File: src/logic/periph_pkg.sv
`default_nettype none

package periph_pkg;

   localparam int DATA_W = 32;                   // Bus data word
   localparam int ADDR_W = 32;                   // Bus address

   typedef logic [DATA_W-1:0] data_t;
   typedef logic [ADDR_W-1:0] addr_t;

   // 4-bit peripheral field sits at addr[15:12]
   localparam int PERIPH_SEL_LSB = 12;

   typedef enum logic [3:0] {
      PERIPH_GPIO    = 4'd0,
      PERIPH_CPUCTRL = 4'd1,
      PERIPH_INTC    = 4'd2                      // Other codes hit nothing
   } periph_idx_t;

   typedef logic [1:0] reg_off_t;                // Word index, addr[3:2]

   localparam reg_off_t REG_GPIO_OUT     = 2'd0;
   localparam reg_off_t REG_GPIO_IN      = 2'd1;
   localparam reg_off_t REG_GPIO_IRQ_EN  = 2'd2;

   localparam reg_off_t REG_CPUCTRL      = 2'd0;

   localparam reg_off_t REG_INTC_PENDING = 2'd0; // Write 1 to clear
   localparam reg_off_t REG_INTC_MASK    = 2'd1;

   localparam int NUM_IRQ = 2;                   // 0 GPIO, 1 external

   typedef logic [NUM_IRQ-1:0] irq_vec_t;

endpackage

`default_nettype wire

File: src/logic/apb_if.sv
`timescale 1ns/1ps
`default_nettype none

interface apb_if;
   import periph_pkg::*;

   addr_t paddr;                                 // Full address, slave picks its bits
   logic  psel;
   logic  penable;                               // High in access cycle
   logic  pwrite;
   data_t pwdata;
   data_t prdata;                                // Zero while not selected

   modport master (
      output paddr,
      output psel,
      output penable,
      output pwrite,
      output pwdata,
      input  prdata
   );

   modport slave (
      input  paddr,
      input  psel,
      input  penable,
      input  pwrite,
      input  pwdata,
      output prdata
   );

endinterface

`default_nettype wire

File: src/logic/ahb_apb_bridge.sv
`timescale 1ns/1ps
`default_nettype none

module ahb_apb_bridge (
   input  wire                    clk,
   input  wire                    rst_i,
   input  wire                    ahb_sel_i,
   input  wire                    ahb_write_i,
   input  wire periph_pkg::addr_t ahb_addr_i,
   input  wire periph_pkg::data_t ahb_wdata_i,
   output logic                   ahb_ready_o,
   output periph_pkg::data_t      ahb_rdata_o,
   apb_if.master                  apb_gpio,
   apb_if.master                  apb_cpuctrl,
   apb_if.master                  apb_intc
);
   import periph_pkg::*;

   typedef enum logic [1:0] {
      ST_IDLE,
      ST_SETUP,
      ST_ACCESS
   } state_t;

   state_t      state_q;                         // APB phase
   addr_t       addr_q;                          // Captured address phase
   logic        write_q;
   data_t       wdata_q;                         // Write data comes with the address
   periph_idx_t idx;                             // Decoded peripheral field
   logic        busy;                            // Setup or access
   logic        access;
   logic        sel_gpio;
   logic        sel_cpuctrl;
   logic        sel_intc;
   data_t       rd_mux;

   assign idx    = periph_idx_t'(addr_q[PERIPH_SEL_LSB +: $bits(periph_idx_t)]);
   assign busy   = (state_q != ST_IDLE);
   assign access = (state_q == ST_ACCESS);

   assign ahb_ready_o = ~busy;                   // Low for exactly setup and access

   // Unmapped index leaves every select low
   assign sel_gpio    = (idx == PERIPH_GPIO);
   assign sel_cpuctrl = (idx == PERIPH_CPUCTRL);
   assign sel_intc    = (idx == PERIPH_INTC);

   always_ff @(posedge clk) begin
      if (rst_i) begin
         state_q <= ST_IDLE;
      end else begin
         case (state_q)
            ST_IDLE: begin
               if (ahb_sel_i) begin
                  state_q <= ST_SETUP;
               end
            end
            ST_SETUP: state_q <= ST_ACCESS;
            default:  state_q <= ST_IDLE;        // Access done, back to idle
         endcase
      end
   end

   always_ff @(posedge clk) begin
      if (ahb_sel_i && ahb_ready_o) begin        // Address phase accepted
         addr_q  <= ahb_addr_i;
         write_q <= ahb_write_i;
         wdata_q <= ahb_wdata_i;
      end
   end

   // Shared request lines, only psel is steered
   assign apb_gpio.paddr    = addr_q;
   assign apb_gpio.pwrite   = write_q;
   assign apb_gpio.pwdata   = wdata_q;
   assign apb_gpio.psel     = busy & sel_gpio;
   assign apb_gpio.penable  = access & sel_gpio;

   assign apb_cpuctrl.paddr   = addr_q;
   assign apb_cpuctrl.pwrite  = write_q;
   assign apb_cpuctrl.pwdata  = wdata_q;
   assign apb_cpuctrl.psel    = busy & sel_cpuctrl;
   assign apb_cpuctrl.penable = access & sel_cpuctrl;

   assign apb_intc.paddr    = addr_q;
   assign apb_intc.pwrite   = write_q;
   assign apb_intc.pwdata   = wdata_q;
   assign apb_intc.psel     = busy & sel_intc;
   assign apb_intc.penable  = access & sel_intc;

   always_comb begin
      case (idx)
         PERIPH_GPIO:    rd_mux = apb_gpio.prdata;
         PERIPH_CPUCTRL: rd_mux = apb_cpuctrl.prdata;
         PERIPH_INTC:    rd_mux = apb_intc.prdata;
         default:        rd_mux = '0;            // Unmapped reads as zero
      endcase
   end

   always_ff @(posedge clk) begin
      if (rst_i) begin
         ahb_rdata_o <= '0;
      end else if (access) begin                 // Completion, held until the next one
         ahb_rdata_o <= write_q ? '0 : rd_mux;
      end
   end

   // Host holds off while a transfer is in flight
   a_sel_only_ready: assert property (@(posedge clk) disable iff (rst_i)
      ahb_sel_i |-> ahb_ready_o);

   a_psel_onehot: assert property (@(posedge clk) disable iff (rst_i)
      $onehot0({apb_gpio.psel, apb_cpuctrl.psel, apb_intc.psel}));

endmodule

`default_nettype wire

File: src/logic/gpio_apb.sv
`timescale 1ns/1ps
`default_nettype none

module gpio_apb #(
   parameter int GPIO_WIDTH = 16
) (
   input  wire                   clk,
   input  wire                   rst_i,
   input  wire  [GPIO_WIDTH-1:0] gpio_in_i,
   output logic [GPIO_WIDTH-1:0] gpio_out_o,
   output logic                  gpio_irq_o,
   apb_if.slave                  apb
);
   import periph_pkg::*;

   logic [GPIO_WIDTH-1:0] irq_en_q;              // Per-bit change enable
   logic [GPIO_WIDTH-1:0] sync1_q;               // First synchronizer stage
   logic [GPIO_WIDTH-1:0] sync2_q;               // Safe to use from here
   logic [GPIO_WIDTH-1:0] prev_q;                // sync2 one cycle late
   logic [GPIO_WIDTH-1:0] change;
   reg_off_t              off;
   logic                  wr_en;

   assign off    = apb.paddr[3:2];
   assign wr_en  = apb.psel & apb.penable & apb.pwrite;
   assign change = (sync2_q ^ prev_q) & irq_en_q;

   always_ff @(posedge clk) begin
      if (rst_i) begin
         gpio_out_o <= '0;
         irq_en_q   <= '0;
      end else if (wr_en) begin
         case (off)
            REG_GPIO_OUT:    gpio_out_o <= apb.pwdata[GPIO_WIDTH-1:0];
            REG_GPIO_IRQ_EN: irq_en_q   <= apb.pwdata[GPIO_WIDTH-1:0];
            default: ;                           // IN is read only
         endcase
      end
   end

   always_ff @(posedge clk) begin
      sync1_q <= gpio_in_i;
      sync2_q <= sync1_q;
      prev_q  <= sync2_q;
   end

   always_ff @(posedge clk) begin
      if (rst_i) begin
         gpio_irq_o <= 1'b0;
      end else begin
         gpio_irq_o <= (|change) & ~gpio_irq_o;  // Back-to-back changes merge
      end
   end

   always_comb begin
      apb.prdata = '0;
      if (apb.psel) begin
         case (off)
            REG_GPIO_OUT:    apb.prdata = DATA_W'(gpio_out_o);
            REG_GPIO_IN:     apb.prdata = DATA_W'(sync2_q);
            REG_GPIO_IRQ_EN: apb.prdata = DATA_W'(irq_en_q);
            default:         apb.prdata = '0;
         endcase
      end
   end

   // Interrupt controller edge-detects this line
   a_irq_pulse: assert property (@(posedge clk) disable iff (rst_i)
      gpio_irq_o |=> !gpio_irq_o);

endmodule

`default_nettype wire

File: src/logic/cpuctrl_apb.sv
`timescale 1ns/1ps
`default_nettype none

module cpuctrl_apb (
   input  wire  clk,
   input  wire  rst_i,
   output logic soft_rst_o,
   apb_if.slave apb
);
   import periph_pkg::*;

   localparam int CTRL_W = 16;

   logic [CTRL_W-1:0] ctrl_q;                    // Bit 0 holds the CPU in reset
   reg_off_t          off;
   logic              wr_en;

   assign off   = apb.paddr[3:2];
   assign wr_en = apb.psel & apb.penable & apb.pwrite;

   always_ff @(posedge clk) begin
      if (rst_i) begin
         ctrl_q <= '0;
      end else if (wr_en && off == REG_CPUCTRL) begin
         ctrl_q <= apb.pwdata[CTRL_W-1:0];       // Upper word bits dropped
      end
   end

   assign soft_rst_o = ctrl_q[0];

   always_comb begin
      apb.prdata = '0;
      if (apb.psel && off == REG_CPUCTRL) begin
         apb.prdata = DATA_W'(ctrl_q);
      end
   end

endmodule

`default_nettype wire

File: src/logic/reset_generator.sv
`timescale 1ns/1ps
`default_nettype none

module reset_generator #(
   parameter int RST_CYCLES = 8
) (
   input  wire  clk,
   input  wire  rst_i,
   input  wire  soft_rst_i,
   output logic cpu_rst_o
);

   localparam int CNT_W = $clog2(RST_CYCLES + 1);

   logic [CNT_W-1:0] cnt_q;                      // Cycles of stretch left
   logic             any_rst;

   assign any_rst = rst_i | soft_rst_i;

   always_ff @(posedge clk) begin
      if (any_rst) begin
         cnt_q <= CNT_W'(RST_CYCLES);            // Reload while a source is held
      end else if (cnt_q != '0) begin
         cnt_q <= cnt_q - 1'b1;
      end
   end

   // Sources feed through so the CPU sees reset in the same cycle
   assign cpu_rst_o = any_rst | (cnt_q != '0);

   a_rst_covers: assert property (@(posedge clk)
      $past(rst_i) |-> cpu_rst_o);

endmodule

`default_nettype wire

File: src/logic/intc_apb.sv
`timescale 1ns/1ps
`default_nettype none

module intc_apb (
   input  wire                       clk,
   input  wire                       rst_i,
   input  wire periph_pkg::irq_vec_t irq_src_i,
   input  wire                       irq_ack_i,
   output logic                      irq_o,
   apb_if.slave                      apb
);
   import periph_pkg::*;

   localparam irq_vec_t EDGE_SRC = 2'b01;        // GPIO pulses, external is a level

   irq_vec_t pending_q;
   irq_vec_t mask_q;
   irq_vec_t src_q;                              // Sources one cycle late
   irq_vec_t set;
   irq_vec_t active;                             // Pending and unmasked
   irq_vec_t ack_clr;
   irq_vec_t wr_clr;
   reg_off_t off;
   logic     wr_en;

   assign off    = apb.paddr[3:2];
   assign wr_en  = apb.psel & apb.penable & apb.pwrite;
   assign set    = (irq_src_i & ~src_q & EDGE_SRC) | (irq_src_i & ~EDGE_SRC);
   assign active = pending_q & mask_q;

   // Lowest set bit of active
   assign ack_clr = irq_ack_i ? (active & irq_vec_t'(~active + 1'b1)) : '0;
   assign wr_clr  = (wr_en && off == REG_INTC_PENDING) ? apb.pwdata[NUM_IRQ-1:0] : '0;

   always_ff @(posedge clk) begin
      if (rst_i) begin
         src_q     <= '0;
         pending_q <= '0;
         irq_o     <= 1'b0;
      end else begin
         src_q     <= irq_src_i;
         pending_q <= (pending_q & ~wr_clr & ~ack_clr) | set;  // New request wins
         irq_o     <= |active;
      end
   end

   always_ff @(posedge clk) begin
      if (rst_i) begin
         mask_q <= '0;
      end else if (wr_en && off == REG_INTC_MASK) begin
         mask_q <= apb.pwdata[NUM_IRQ-1:0];
      end
   end

   always_comb begin
      apb.prdata = '0;
      if (apb.psel) begin
         case (off)
            REG_INTC_PENDING: apb.prdata = DATA_W'(pending_q);
            REG_INTC_MASK:    apb.prdata = DATA_W'(mask_q);
            default:          apb.prdata = '0;
         endcase
      end
   end

   a_no_rise_unmasked: assert property (@(posedge clk) disable iff (rst_i)
      $rose(irq_o) |-> $past(mask_q) != '0);

endmodule

`default_nettype wire

File: src/logic/periph_top.sv
`timescale 1ns/1ps
`default_nettype none

module periph_top #(
   parameter int GPIO_WIDTH = 16,
   parameter int RST_CYCLES = 8
) (
   input  wire                    clk,
   input  wire                    rst_i,
   input  wire                    ahb_sel_i,
   input  wire                    ahb_write_i,
   input  wire periph_pkg::addr_t ahb_addr_i,
   input  wire periph_pkg::data_t ahb_wdata_i,
   input  wire [GPIO_WIDTH-1:0]   gpio_in_i,
   input  wire                    irq_ext_i,
   input  wire                    irq_ack_i,
   output logic                   ahb_ready_o,
   output periph_pkg::data_t      ahb_rdata_o,
   output logic [GPIO_WIDTH-1:0]  gpio_out_o,
   output logic                   irq_o,
   output logic                   cpu_rst_o
);
   import periph_pkg::*;

   logic     gpio_irq;
   logic     soft_rst;                           // CTRL bit 0
   irq_vec_t irq_src;

   apb_if apb_gpio ();
   apb_if apb_cpuctrl ();
   apb_if apb_intc ();

   assign irq_src = {irq_ext_i, gpio_irq};       // Source 0 GPIO, 1 external

   ahb_apb_bridge u_bridge (
      .clk         (clk),
      .rst_i       (rst_i),
      .ahb_sel_i   (ahb_sel_i),
      .ahb_write_i (ahb_write_i),
      .ahb_addr_i  (ahb_addr_i),
      .ahb_wdata_i (ahb_wdata_i),
      .ahb_ready_o (ahb_ready_o),
      .ahb_rdata_o (ahb_rdata_o),
      .apb_gpio    (apb_gpio.master),
      .apb_cpuctrl (apb_cpuctrl.master),
      .apb_intc    (apb_intc.master)
   );

   gpio_apb #(
      .GPIO_WIDTH (GPIO_WIDTH)
   ) u_gpio (
      .clk        (clk),
      .rst_i      (rst_i),
      .gpio_in_i  (gpio_in_i),
      .gpio_out_o (gpio_out_o),
      .gpio_irq_o (gpio_irq),
      .apb        (apb_gpio.slave)
   );

   cpuctrl_apb u_cpuctrl (
      .clk        (clk),
      .rst_i      (rst_i),
      .soft_rst_o (soft_rst),
      .apb        (apb_cpuctrl.slave)
   );

   reset_generator #(
      .RST_CYCLES (RST_CYCLES)
   ) u_reset_gen (
      .clk        (clk),
      .rst_i      (rst_i),
      .soft_rst_i (soft_rst),
      .cpu_rst_o  (cpu_rst_o)
   );

   intc_apb u_intc (
      .clk       (clk),
      .rst_i     (rst_i),
      .irq_src_i (irq_src),
      .irq_ack_i (irq_ack_i),
      .irq_o     (irq_o),
      .apb       (apb_intc.slave)
   );

endmodule

`default_nettype wire

File: config.mk
export PLATFORM = sky130hd
export DESIGN_NAME = periph_top
export DESIGN_NICKNAME = d
export VERILOG_FILES = /design/src/logic/periph_pkg.sv /design/src/logic/apb_if.sv /design/src/logic/ahb_apb_bridge.sv /design/src/logic/gpio_apb.sv /design/src/logic/cpuctrl_apb.sv /design/src/logic/reset_generator.sv /design/src/logic/intc_apb.sv /design/src/logic/periph_top.sv
export SDC_FILE = /design/constraint.sdc
export NUM_CORES = 1
export LEC_CHECK = 0
export BUFFER_PORTS_ARGS = -buffer_cell sky130_fd_sc_hd__clkbuf_2
export CELL_PAD_IN_SITES_DETAIL_PLACEMENT = 1
export CELL_PAD_IN_SITES_GLOBAL_PLACEMENT = 2
export CORE_ASPECT_RATIO = 1.1
export CORE_MARGIN = 1
export CORE_UTILIZATION = 38
export DETAILED_ROUTE_END_ITERATION = 16
export PLACE_DENSITY = 0.88
export SETUP_SLACK_MARGIN = 0.4
export SLEW_MARGIN = 20
export SYNTH_ARGS = -nofsm -noshare
export SYNTH_HDL_FRONTEND = slang
export SYNTH_HIERARCHICAL = 1
export SYNTH_SLANG_ARGS = --single-unit
File: constraint.sdc
create_clock -name clk -period 3.65 [get_ports clk]
set_input_delay 0.73 -clock clk [delete_from_list [all_inputs] [get_ports clk]]
set_output_delay 0.73 -clock clk [all_outputs]
set_load 0.005 [all_outputs]
==> summary.md <==
| Metric | Value |
|---|---|
| I/O Buffers | 94 |
| Die height | 145.3 um |
| Final #Nets | 836 |
| WL met3 | 613 um |
| Overflow after GRT | 0 |
| Crit path to | u_gpio/gpio_out_o[9] |
| Longest Clk Path Bufs | 2 |
| Worst-path maximum fanout | 16 |
| # IOs | 137 |
| Max Fclk | 365.7 MHz |
| Met2 Wirelength | 9.452 mm |
| Setup_tns | 0 ns |
| Clock slew at reported path FFs | 0.06 ns |
| Slew Limit Fails | 0 |
| Initial Util | 38.65% |
| CTS tree | done |
| 1st-pass router iterations | 6 |
| Die Area | 0.01921 mm2 |
| Setup crit start | u_bridge/apb_cpuctrl.paddr[15] |
| Routed WL | 18.03 mm |
| Num CTS Buffers | 17 |
| Setup-failing EPs final | 0 |
| Vias per cell | 4.928 |
| WL met1 | 7.488 mm |
| WL per Instance | 17.96 um |
| Post-CTS setup buffer count | 0 |
| Post-Syn Area | 0.007091 mm2 |
| P_leak | 3.062 nW |
| Most common cell after layout, fill and taps aside | dfxtp_1 |
| Final period util | 74.91% |
| Skew final | 0.01551 ns |
| Vias | 4948 |
| Vias in the first global route | 5360 |
| Initial antenna violation count | 0 |
| FF-to-FF setup slack | 0.92 ns |
| Root buf cell | clkbuf_16 |
| Clock sinks | 164 |
| Status | finished clean |
| Worst Hold Class | reg2reg |
| Violation count after the first detailed-routing iteration | 267 |
| DR top layer | met4 |
| Layout Cells excl Fill | 1004 |
| Core Area | 0.01835 mm2 |
| Worst flop-to-flop path endpoint | u_gpio/gpio_out_o[9] |
| Cell Pwr Density | 504.4 mW/mm2 |
| Worst Path Arrival | 3.01 ns |
| Cts hold-fix bufs | 0 |
| Final Wtd Congestion | 0.8266 |
| Post-CTS sizing | 0 |
| Slew headroom | 50.02% |
| Setup crit end kind | flip-flop |
| Later-pin clock latency in the skew report | 0.43 ns |
| Gr usage total | 19.83% |
| Worst-Margin Slew | 0.7497 ns |
| P&R area growth vs syn | 11.59% |
| Row count | 52 |
| First-pass GRT wire length | 29.10 mm |
| Crit Path Class | reg2reg |
| H-tree Lvls | 4 |
| Syn Inst Count | 687 |
| Worst r2r src | u_bridge/apb_cpuctrl.paddr[15] |
| Largest net degree at the start of global routing | 81 |
| Hold WS | 0.3271 ns |
| Routed Antenna Nets | 0 |
| Syn Area/Cell | 10.32 um2 |
| # DRC | 0 |
| Final Total Pwr | 0.003991 W |
| Most frequent cells in the layout | dfxtp_1, clkbuf_2, nand2_1 |
| RSZ-0062 raised after global routing | no |
| Fin. Hold Viols | 0 |
| Placed insts | 972 |
| Worst slack at placement | 0.9363 ns |
| Ys Warns | 6 |
| Layout cells sized above 1 | 22.08% |
| WP data required | 3.93 ns |
| Post-route setup slack | 0.9157 ns |
| Diodes inserted | 0 |
| R2R depth | 6 |
| Max Cap Viol | 0 |
| DP HPWL | 12.56 mm |
| Peak VDD IR | 0.3237 mV |
| Period minus WS final | 2.734 ns |
| Die span in x | 132.2 um |
| Fill count | 2090 |
| Crit start category | flip-flop |
==> state kept, by name, summed over array words and instances (netlist names) <==
| signal | cells |
|---|---|
| u_bridge/apb_cpuctrl.pwrite | 1 |
| u_bridge/state_q | 2 |
| u_cpuctrl/ctrl_q | 16 |
| u_gpio/sync2_q | 16 |
| u_reset_gen/cnt_q | 4 |
| u_bridge/apb_cpuctrl.paddr | 6 |
| u_gpio/irq_en_q | 16 |
| u_intc/src_q | 1 |
| u_intc/pending_q | 2 |
| u_gpio/prev_q | 16 |
| u_bridge/ahb_rdata_o | 32 |
| u_intc/irq_o | 1 |
| u_gpio/gpio_irq_o | 1 |
| u_gpio/sync1_q | 16 |
| u_intc/mask_q | 2 |
| u_bridge/apb_cpuctrl.pwdata | 16 |
| u_gpio/gpio_out_o | 16 |
==> final cells by class <==
class / instances / area, um2 / share of cell area (%)
tap: 243 / 304.0 / 3.843
inverter: 6 / 22.52 / 0.2846
sequential: 164 / 3513 / 44.40
multi-input combinational: 451 / 2930 / 37.03
timing repair buffer: 108 / 575.6 / 7.274
clock inverter: 12 / 130.1 / 1.645
clock buffer: 20 / 436.7 / 5.519
==> worst min path at each step <==
stage,startpoint,end,depth (start not counted)
after floorplan,u_gpio/sync1_q[0],u_gpio/sync2_q[0],0
after global placement,u_gpio/sync1_q[2],u_gpio/sync2_q[2],0
after detailed placement,u_gpio/sync1_q[10],u_gpio/sync2_q[10],0
after CTS,u_gpio/sync1_q[6],u_gpio/sync2_q[6],0
after global routing,u_gpio/sync1_q[9],u_gpio/sync2_q[9],0
final,u_gpio/sync1_q[10],u_gpio/sync2_q[10],0
==> power breakdown <==
group | switching, W | internal [W]
Clock | 0.000732 | 0.00101
Combinational | 0.000157 | 0.000128
Sequential | 0.0000632 | 0.00190
==> per-stage QoR <==
step           cell area, um2  utilization [%]
5_1_grt                  7913            43.13
2_1_floorplan            7312                -
3_3_place_gp             7338            40.00
4_1_cts                  7905            43.09
6_report                 7913            43.13
3_5_place_dp             7338            40.00
==> critical path: stages, from the launching register on <==
cell      delay, ns
edfxtp_1       0.48
or4b_4         0.59
nor3_1         0.40
nand3_2        0.18
or3_1          0.66
nand2_1        0.19
a21oi_1        0.09
==> metal layers <==
layer  track usage (%)  vias up
li1                  -     2389
met1             22.80     2421
met2             35.48      111
met3             3.983       27
met4             8.506        0
met5                 0        -
Note: power is estimated with default switching activity, not from simulation.
